### config.mk
export PLATFORM = sky130hd
export DESIGN_NAME = cpu_core
export DESIGN_NICKNAME = d
export VERILOG_FILES = /design/src/common/isa_pkg.sv /design/src/common/pipe_pkg.sv /design/src/rtl/fetch_stage.sv /design/src/rtl/instruction_decoder.sv /design/src/rtl/register_file.sv /design/src/execute/execute_stage.sv /design/src/rtl/cpu_core.sv
export SDC_FILE = /design/constraint.sdc
export NUM_CORES = 1
export LEC_CHECK = 0
export BUFFER_PORTS_ARGS = -buffer_cell sky130_fd_sc_hd__buf_2
export CAP_MARGIN = 10
export CORE_MARGIN = 2
export CORE_UTILIZATION = 60
export DETAILED_ROUTE_END_ITERATION = 12
export PLACE_DENSITY = 0.78
export SLEW_MARGIN = 20
export SYNTH_ARGS = -nofsm -noshare
export SYNTH_HDL_FRONTEND = slang
export SYNTH_HIERARCHICAL = 1
export SYNTH_SLANG_ARGS = --single-unit
### constraint.sdc
create_clock -name clk_50MHz -period 4.8 [get_ports clk_50MHz]
set_clock_uncertainty 0.1 [all_clocks]
set_input_delay 1.2 -clock clk_50MHz [delete_from_list [all_inputs] [get_ports clk_50MHz]]
set_output_delay 1.2 -clock clk_50MHz [all_outputs]
set_load 0.01 [all_outputs]
### src/common/isa_pkg.sv
package isa_pkg;

    // ********************
    // basic widths
    // ********************

    localparam int word_width = 16;
    localparam int num_regs   = 8;

    typedef logic [word_width-1:0] word_t;
    typedef logic [15:0]           inst_t;
    typedef logic [2:0]            reg_addr_t;
    typedef logic [4:0]            opcode_t;

    // ********************
    // field positions
    // ********************

    localparam int op_msb     = 15;
    localparam int op_lsb     = 11;
    localparam int rx_msb     = 10;
    localparam int rx_lsb     = 8;
    localparam int ry_msb     = 7;
    localparam int ry_lsb     = 5;
    localparam int rz_msb     = 4;
    localparam int rz_lsb     = 2;
    // immediates start at bit 0
    localparam int imm8_msb   = 7;
    localparam int imm11_msb  = 10;
    // function fields of the register groups
    localparam int funct2_msb = 1;
    localparam int funct5_msb = 4;

    // ********************
    // major opcodes
    // ********************

    localparam opcode_t op_nop   = 5'b00001;
    localparam opcode_t op_b     = 5'b00010;
    localparam opcode_t op_beqz  = 5'b00100;
    localparam opcode_t op_bnez  = 5'b00101;
    localparam opcode_t op_addiu = 5'b01001;
    localparam opcode_t op_li    = 5'b01101;
    // addu / subu, result in rz
    localparam opcode_t op_rrr   = 5'b11100;
    // and / or, result in rx
    localparam opcode_t op_logic = 5'b11101;

    // function codes
    localparam logic [1:0] funct_addu = 2'b01;
    localparam logic [1:0] funct_subu = 2'b11;
    localparam logic [4:0] funct_and  = 5'b01100;
    localparam logic [4:0] funct_or   = 5'b01101;

endpackage

### src/common/pipe_pkg.sv
package pipe_pkg;

    // ********************
    // execute selections
    // ********************

    typedef enum logic [2:0] {
        alu_add,
        alu_sub,
        alu_and,
        alu_or,
        alu_pass_b
    } alu_op_t;

    typedef enum logic [1:0] {
        br_none,
        br_always,
        br_if_zero,
        br_if_nonzero
    } branch_t;

    // ********************
    // pipeline structs
    // ********************

    // decoded control, travels decode -> execute
    typedef struct packed {
        alu_op_t            alu_op;
        logic               b_from_imm;
        logic               reg_write;
        isa_pkg::reg_addr_t wb_addr;
        branch_t            branch;
    } ctrl_t;

    // register write port, also seen outside the core
    typedef struct packed {
        logic               en;
        isa_pkg::reg_addr_t addr;
        isa_pkg::word_t     data;
    } writeback_t;

    // taken branch back to fetch
    typedef struct packed {
        logic           taken;
        isa_pkg::word_t target;
    } redirect_t;

endpackage

### src/rtl/fetch_stage.sv
module fetch_stage #(
    parameter isa_pkg::word_t reset_pc = '0
) (
    input  logic                clk_50MHz,
    input  logic                rst,
    input  pipe_pkg::redirect_t redirect,
    input  isa_pkg::inst_t      inst,
    output isa_pkg::word_t      pc,
    output isa_pkg::inst_t      id_inst,
    output isa_pkg::word_t      id_pc_next,
    output logic                id_valid
);

    import isa_pkg::*;
    import pipe_pkg::*;

    word_t pc_plus1;
    word_t pc_sel;

    // ********************
    // next pc
    // ********************

    assign pc_plus1 = pc + word_t'(1);

    // a taken branch in execute wins over sequential fetch
    assign pc_sel = redirect.taken ? redirect.target : pc_plus1;

    always_ff @(posedge clk_50MHz or negedge rst) begin
        if (!rst) begin
            pc <= reset_pc;
        end else begin
            pc <= pc_sel;
        end
    end

    // ********************
    // fetch/decode register
    // ********************

    // squash the instruction fetched alongside a taken branch
    always_ff @(posedge clk_50MHz or negedge rst) begin
        if (!rst) begin
            id_valid <= 1'b0;
        end else begin
            id_valid <= ~redirect.taken;
        end
    end

    always_ff @(posedge clk_50MHz) begin
        id_inst    <= inst;
        id_pc_next <= pc_plus1;
    end

endmodule

### src/rtl/instruction_decoder.sv
module instruction_decoder (
    input  isa_pkg::inst_t  inst,
    output pipe_pkg::ctrl_t ctrl,
    output isa_pkg::word_t  imm
);

    import isa_pkg::*;
    import pipe_pkg::*;

    opcode_t   op;
    reg_addr_t rx;
    reg_addr_t rz;
    word_t     zext8;
    word_t     sext8;
    word_t     sext11;

    assign op = inst[op_msb:op_lsb];
    assign rx = inst[rx_msb:rx_lsb];
    assign rz = inst[rz_msb:rz_lsb];

    // ********************
    // immediate forms
    // ********************

    assign zext8  = {8'b0, inst[imm8_msb:0]};
    assign sext8  = {{8{inst[imm8_msb]}}, inst[imm8_msb:0]};
    assign sext11 = {{5{inst[imm11_msb]}}, inst[imm11_msb:0]};

    // ********************
    // control decode
    // ********************

    always_comb begin
        // default is a bubble: no write, no branch
        ctrl.alu_op     = alu_add;
        ctrl.b_from_imm = 1'b0;
        ctrl.reg_write  = 1'b0;
        ctrl.wb_addr    = rx;
        ctrl.branch     = br_none;
        imm             = sext8;

        case (op)
            op_nop: begin
            end
            op_addiu: begin
                ctrl.b_from_imm = 1'b1;
                ctrl.reg_write  = 1'b1;
            end
            op_li: begin
                ctrl.alu_op     = alu_pass_b;
                ctrl.b_from_imm = 1'b1;
                ctrl.reg_write  = 1'b1;
                imm             = zext8;
            end
            op_b: begin
                ctrl.branch = br_always;
                imm         = sext11;
            end
            op_beqz: ctrl.branch = br_if_zero;
            op_bnez: ctrl.branch = br_if_nonzero;
            op_rrr: begin
                ctrl.wb_addr = rz;
                case (inst[funct2_msb:0])
                    funct_addu: ctrl.reg_write = 1'b1;
                    funct_subu: begin
                        ctrl.alu_op    = alu_sub;
                        ctrl.reg_write = 1'b1;
                    end
                    default: ;
                endcase
            end
            op_logic: begin
                // funct sits in the low bits, rx is both source and target
                if (inst[funct5_msb:0] == funct_and) begin
                    ctrl.alu_op    = alu_and;
                    ctrl.reg_write = 1'b1;
                end else if (inst[funct5_msb:0] == funct_or) begin
                    ctrl.alu_op    = alu_or;
                    ctrl.reg_write = 1'b1;
                end
            end
            default: ;
        endcase
    end

endmodule

### src/rtl/register_file.sv
module register_file (
    input  logic                 clk_50MHz,
    input  logic                 rst,
    input  isa_pkg::reg_addr_t   raddr_a,
    input  isa_pkg::reg_addr_t   raddr_b,
    input  pipe_pkg::writeback_t wb,
    output isa_pkg::word_t       rdata_a,
    output isa_pkg::word_t       rdata_b
);

    import isa_pkg::*;
    import pipe_pkg::*;

    word_t regs [num_regs];

    // ********************
    // write port
    // ********************

    always_ff @(posedge clk_50MHz or negedge rst) begin
        if (!rst) begin
            for (int i = 0; i < num_regs; i++) begin
                regs[i] <= '0;
            end
        end else if (wb.en) begin
            regs[wb.addr] <= wb.data;
        end
    end

    // ********************
    // read ports
    // ********************

    // same-cycle write seen by the reader
    assign rdata_a = (wb.en && wb.addr == raddr_a) ? wb.data : regs[raddr_a];
    assign rdata_b = (wb.en && wb.addr == raddr_b) ? wb.data : regs[raddr_b];

endmodule

### src/execute/execute_stage.sv
module execute_stage (
    input  logic                 clk_50MHz,
    input  logic                 rst,
    input  logic                 id_valid,
    input  pipe_pkg::ctrl_t      id_ctrl,
    input  isa_pkg::word_t       id_imm,
    input  isa_pkg::word_t       id_pc_next,
    input  isa_pkg::reg_addr_t   id_src_a,
    input  isa_pkg::reg_addr_t   id_src_b,
    input  isa_pkg::word_t       rdata_a,
    input  isa_pkg::word_t       rdata_b,
    output pipe_pkg::redirect_t  redirect,
    output pipe_pkg::writeback_t wb
);

    import isa_pkg::*;
    import pipe_pkg::*;

    // decode/execute register
    logic      ex_valid;
    ctrl_t     ex_ctrl;
    word_t     ex_imm;
    word_t     ex_pc_next;
    reg_addr_t ex_src_a;
    reg_addr_t ex_src_b;
    word_t     ex_rdata_a;
    word_t     ex_rdata_b;

    // execute/writeback register
    logic      wb_en_q;
    reg_addr_t wb_addr_q;
    word_t     wb_data_q;

    word_t     op_a;
    word_t     op_b;
    word_t     alu_b;
    word_t     alu_result;
    logic      cond_met;
    logic      taken;

    // ********************
    // decode/execute register
    // ********************

    always_ff @(posedge clk_50MHz or negedge rst) begin
        if (!rst) begin
            ex_valid <= 1'b0;
        end else begin
            // younger instruction behind a taken branch is dropped
            ex_valid <= id_valid & ~taken;
        end
    end

    always_ff @(posedge clk_50MHz) begin
        ex_ctrl    <= id_ctrl;
        ex_imm     <= id_imm;
        ex_pc_next <= id_pc_next;
        ex_src_a   <= id_src_a;
        ex_src_b   <= id_src_b;
        ex_rdata_a <= rdata_a;
        ex_rdata_b <= rdata_b;
    end

    // ********************
    // forwarding
    // ********************

    // only the previous instruction can be missing from the read data,
    // anything older went through the register file write-through
    assign op_a = (wb_en_q && wb_addr_q == ex_src_a) ? wb_data_q : ex_rdata_a;
    assign op_b = (wb_en_q && wb_addr_q == ex_src_b) ? wb_data_q : ex_rdata_b;

    // ********************
    // alu
    // ********************

    assign alu_b = ex_ctrl.b_from_imm ? ex_imm : op_b;

    always_comb begin
        case (ex_ctrl.alu_op)
            alu_sub:    alu_result = op_a - alu_b;
            alu_and:    alu_result = op_a & alu_b;
            alu_or:     alu_result = op_a | alu_b;
            alu_pass_b: alu_result = alu_b;
            default:    alu_result = op_a + alu_b;
        endcase
    end

    // ********************
    // branch decision
    // ********************

    always_comb begin
        case (ex_ctrl.branch)
            br_always:     cond_met = 1'b1;
            br_if_zero:    cond_met = (op_a == '0);
            br_if_nonzero: cond_met = (op_a != '0);
            default:       cond_met = 1'b0;
        endcase
    end

    assign taken    = ex_valid & cond_met;
    // offset is relative to the following instruction
    assign redirect = '{taken: taken, target: ex_pc_next + ex_imm};

    // ********************
    // execute/writeback register
    // ********************

    always_ff @(posedge clk_50MHz or negedge rst) begin
        if (!rst) begin
            wb_en_q <= 1'b0;
        end else begin
            wb_en_q <= ex_valid & ex_ctrl.reg_write;
        end
    end

    always_ff @(posedge clk_50MHz) begin
        wb_addr_q <= ex_ctrl.wb_addr;
        wb_data_q <= alu_result;
    end

    assign wb = '{en: wb_en_q, addr: wb_addr_q, data: wb_data_q};

endmodule

### src/rtl/cpu_core.sv
module cpu_core #(
    parameter isa_pkg::word_t reset_pc = '0
) (
    input  logic                 clk_50MHz,
    input  logic                 rst,
    input  isa_pkg::inst_t       inst,
    output isa_pkg::word_t       pc,
    output pipe_pkg::writeback_t wb
);

    import isa_pkg::*;
    import pipe_pkg::*;

    redirect_t redirect;
    inst_t     id_inst;
    word_t     id_pc_next;
    logic      id_valid;
    ctrl_t     id_ctrl;
    word_t     id_imm;
    word_t     rdata_a;
    word_t     rdata_b;

    // ********************
    // fetch
    // ********************

    fetch_stage #(
        .reset_pc(reset_pc)
    ) u_fetch (
        .clk_50MHz (clk_50MHz),
        .rst       (rst),
        .redirect  (redirect),
        .inst      (inst),
        .pc        (pc),
        .id_inst   (id_inst),
        .id_pc_next(id_pc_next),
        .id_valid  (id_valid)
    );

    // ********************
    // decode, decoder and register file side by side
    // ********************

    instruction_decoder u_decoder (
        .inst(id_inst),
        .ctrl(id_ctrl),
        .imm (id_imm)
    );

    register_file u_regs (
        .clk_50MHz(clk_50MHz),
        .rst      (rst),
        .raddr_a  (id_inst[rx_msb:rx_lsb]),
        .raddr_b  (id_inst[ry_msb:ry_lsb]),
        .wb       (wb),
        .rdata_a  (rdata_a),
        .rdata_b  (rdata_b)
    );

    // ********************
    // execute and writeback
    // ********************

    execute_stage u_execute (
        .clk_50MHz (clk_50MHz),
        .rst       (rst),
        .id_valid  (id_valid),
        .id_ctrl   (id_ctrl),
        .id_imm    (id_imm),
        .id_pc_next(id_pc_next),
        .id_src_a  (id_inst[rx_msb:rx_lsb]),
        .id_src_b  (id_inst[ry_msb:ry_lsb]),
        .rdata_a   (rdata_a),
        .rdata_b   (rdata_b),
        .redirect  (redirect),
        .wb        (wb)
    );

endmodule

==> impl_metrics.toml <==
[timing]
worst_slew_pin_slew_ps = 1052
layout_min_cycle_time_ps = 4550
final_max_slew_viol_count = 0
fin_crit_sh_pct = 94.79
clock.fmax_mhz = 219.8
slew_headroom_pct = 29.38
hold_viol = 0
holdWs_ps = 224.8
setup_violations = 0

[synthesis]
syn_area_per_cell_um2 = 12.55
ys_seq_area_share_pct = 42.93
syn-num-nets = 1223
yosys_register_bits = 278
synthFlopType = "dfrtp_1"
yosys_warnings = 6
synth.largest_area_cell = "dfrtp_1"
synth-async-reset-ratio_pct = 52.88
syn-instance-count = 1169
synth_top_cell_area_share_pct = 25.06
synth.area.top_cells = "dfrtp_1 (25%), dfxtp_1 (18%), mux2_2 (15%), mux4_1 (11%), ha_1 (2.9%)"
syn_area_mm2 = 0.01468
synth_edf_count = 0
synth.distinct_cells = 80

[grt]
grt_max_degree = 105
first_global_vias = 9945
grt_antenna_before_repair = 0
grtUsageTotal_pct = 27.56
grt_pass1_wl_mm = 55.48
gr-total-overflow = 0

[clocking]
clockBufferDepth = 3
cts_tree = "done"
htreeDepth = 1
path_clk_slew_ps = 60
numClockSinks = 278
clock-root-buffer = "clkbuf_16"
hold_buffers = 0
clk_latency_ps = 550
cts-buffers-inserted = 29

[run]
drv_cap = 0

[detailed_routing]
vias = 9965
drt_iter0_drc = 894
routedWlPerCell_um = 22.99
ant_nets = 0
drc = 0
routed_wl_mm = 35.75
vias_per_cell = 6.408
dr.pass1.iters = 6

[final_layout]
layout_common_cells = "mux2_2 (200), dfrtp_1 (147), dfxtp_1 (129)"
fin_nets = 1262
drive_gt1_share_pct = 31.11
syn2layout_area_growth_pct = 10.27
fin_cells = 1555
final_common_cell = "mux2_2"
antenna_cells = 0

[critical_path]
crit_fanout = 8
crit_arrival_ps = 4890
reg2reg_to = "u_execute/wb_data_q[15]$_DFF_P_"
critPathLaunch = "u_execute/wb_addr_q[0]$_DFF_P_"
rrSetupSlack_ps = 250
endpoint = "u_execute/wb_data_q[15]$_DFF_P_"
r2r-start = "u_execute/wb_addr_q[0]$_DFF_P_"
cp_data_required_time_ps = 5140
r2r_cells = 15
crit_type = "reg2reg"
endpoint_kind = "register"
start_kind = "register"

[placement]
hpwl_mm = 23.76
io_buffers = 53
gp_congestion = 0.9217
dp.cells = 1500

[power_and_ir_drop]
leakagePower_uw = 0.007444
ir_drop_mv = 0.3524
power.density_mw_per_mm2 = 604.6

[floorplanning]
coreArea_mm2 = 0.02418
start_util_pct = 60.70
die_w_um = 160.4
die_area_mm2 = 0.02573
die_h_um = 160.4
boundaryPins = 54
rows = 57

[status]
status = "complete, no violations"

[min_path]
min_path_type = "reg2reg"
hp-start = "u_fetch/id_pc_next[3]$_DFF_P_"
whs_path_depth = 0
through the flow:
step / setup slack (ps) / area [um^2] / total power, uW / setup TNS, ps / util (%)
floorplan: 581.8 / 14680 / 6458 / 0 / -
global placement: 246.5 / 15170 / 7359 / 0 / 62.74
detailed placement: 23.63 / 15170 / 7499 / 0 / 62.74
CTS: 29.46 / 16110 / 9735 / 0 / 66.64
global route: -34.59 / 16180 / 10350 / -56.04 / 66.94
finish: 250.0 / 16180 / 9785 / 0 / 66.94
how the worst min path moves through the flow:
stage                                            to  slack, ps
finish              u_execute/ex_pc_next[3]$_DFF_P_        220
global route         u_execute/wb_addr_q[0]$_DFF_P_        230
CTS                 u_execute/ex_pc_next[1]$_DFF_P_        230
detailed placement  u_execute/ex_pc_next[1]$_DFF_P_        210
global placement    u_execute/ex_pc_next[0]$_DFF_P_        210
floorplan           u_execute/ex_pc_next[0]$_DFF_P_        210
cell families after synthesis:
| logic type | after synthesis | synth area share [%] |
|---|---|---|
| AOI/OAI and AO/OA | 161 | 7.690 |
| xor gates and xnor gates | 69 | 4.271 |
| adders and majority gates | 51 | 4.194 |
| buffers and inverters | 117 | 4.101 |
| DFF | 278 | 42.93 |
| muxes | 285 | 28.61 |
| and+or+nand+nor | 208 | 8.201 |
synth_stat cells (12+ instances only):
| cell | instances |
|---|---|
| mux2_2 | 200 |
| dfrtp_1 | 147 |
| dfxtp_1 | 131 |
| mux4_1 | 64 |
| nand2_1 | 47 |
| xnor2_1 | 45 |
| nor2_1 | 39 |
| ha_1 | 34 |
| a21oi_1 | 33 |
| inv_1 | 33 |
| clkbuf_1 | 23 |
| o21ai_0 | 21 |
| xor2_1 | 21 |
| buf_4 | 19 |
| buf_1 | 17 |
| nand2b_1 | 16 |
| maj3_1 | 15 |
| nand3_1 | 14 |
| nor3_1 | 14 |
| o22ai_1 | 14 |
| buf_2 | 13 |
| and2_1 | 12 |
critical path, cell delays in order (launching register included):
cell	delay (ps)
dfxtp_1	450
xor2_2	410
nor4_4	160
a311oi_2	540
and4_1	380
a21oi_1	110
xor2_1	190
ha_1	430
a21oi_1	120
o21ai_0	260
nor3_1	70
a21oi_1	270
a21oi_1	110
a211o_1	270
or3_1	320
a41o_1	230
registers in the layout, summed over array words and instances (netlist names), 10 cells and up:
register and cells:
u_fetch/pc 16, u_execute/ex_rdata_b 16, u_execute/wb_data_q 16, u_execute/ex_imm 16, u_fetch/id_inst 16, u_execute/ex_rdata_a 16, u_execute/ex_pc_next 16, u_fetch/id_pc_next 16
u_execute/ex_ctrl 10, u_regs/regs 128
per-layer routing:
| metal | global-route usage, % | share of wire [%] | vias to the layer above |
|---|---|---|---|
| met1 | 35.86 | 41 | 5002 |
| met2 | 47.65 | 49 | 395 |
| met4 | 9.992 | 3.4 | 0 |
| met5 | 0 | 0 | - |
| met3 | 3.512 | 6.1 | 85 |
| li1 | - | - | 4483 |
layout make-up:
class                           count  area [um^2]
Tap cell                          324        405.4
Inverter                           35        131.4
Multi-Input combinational cell    774         7836
Fill cell                        1698         7993
Clock inverter                      5        61.31
Sequential cell                   278         6306
Clock buffer                       49        882.1
Timing Repair Buffer               90        561.8
power by group:
part | internal [uW] | total [uW] | switching, uW | leakage [uW]
combinational | 1940 | 3830 | 1890 | 0.00395
clock | 1300 | 2200 | 901 | 0.000459
sequential | 3040 | 3750 | 711 | 0.00303
repair_timing:
item | CTS | global route
buffers inserted | 0 | 1
resized for setup | 0 | 10
endpoints found under the setup margin | 0 | 7
(Power assumes the default switching activity.)
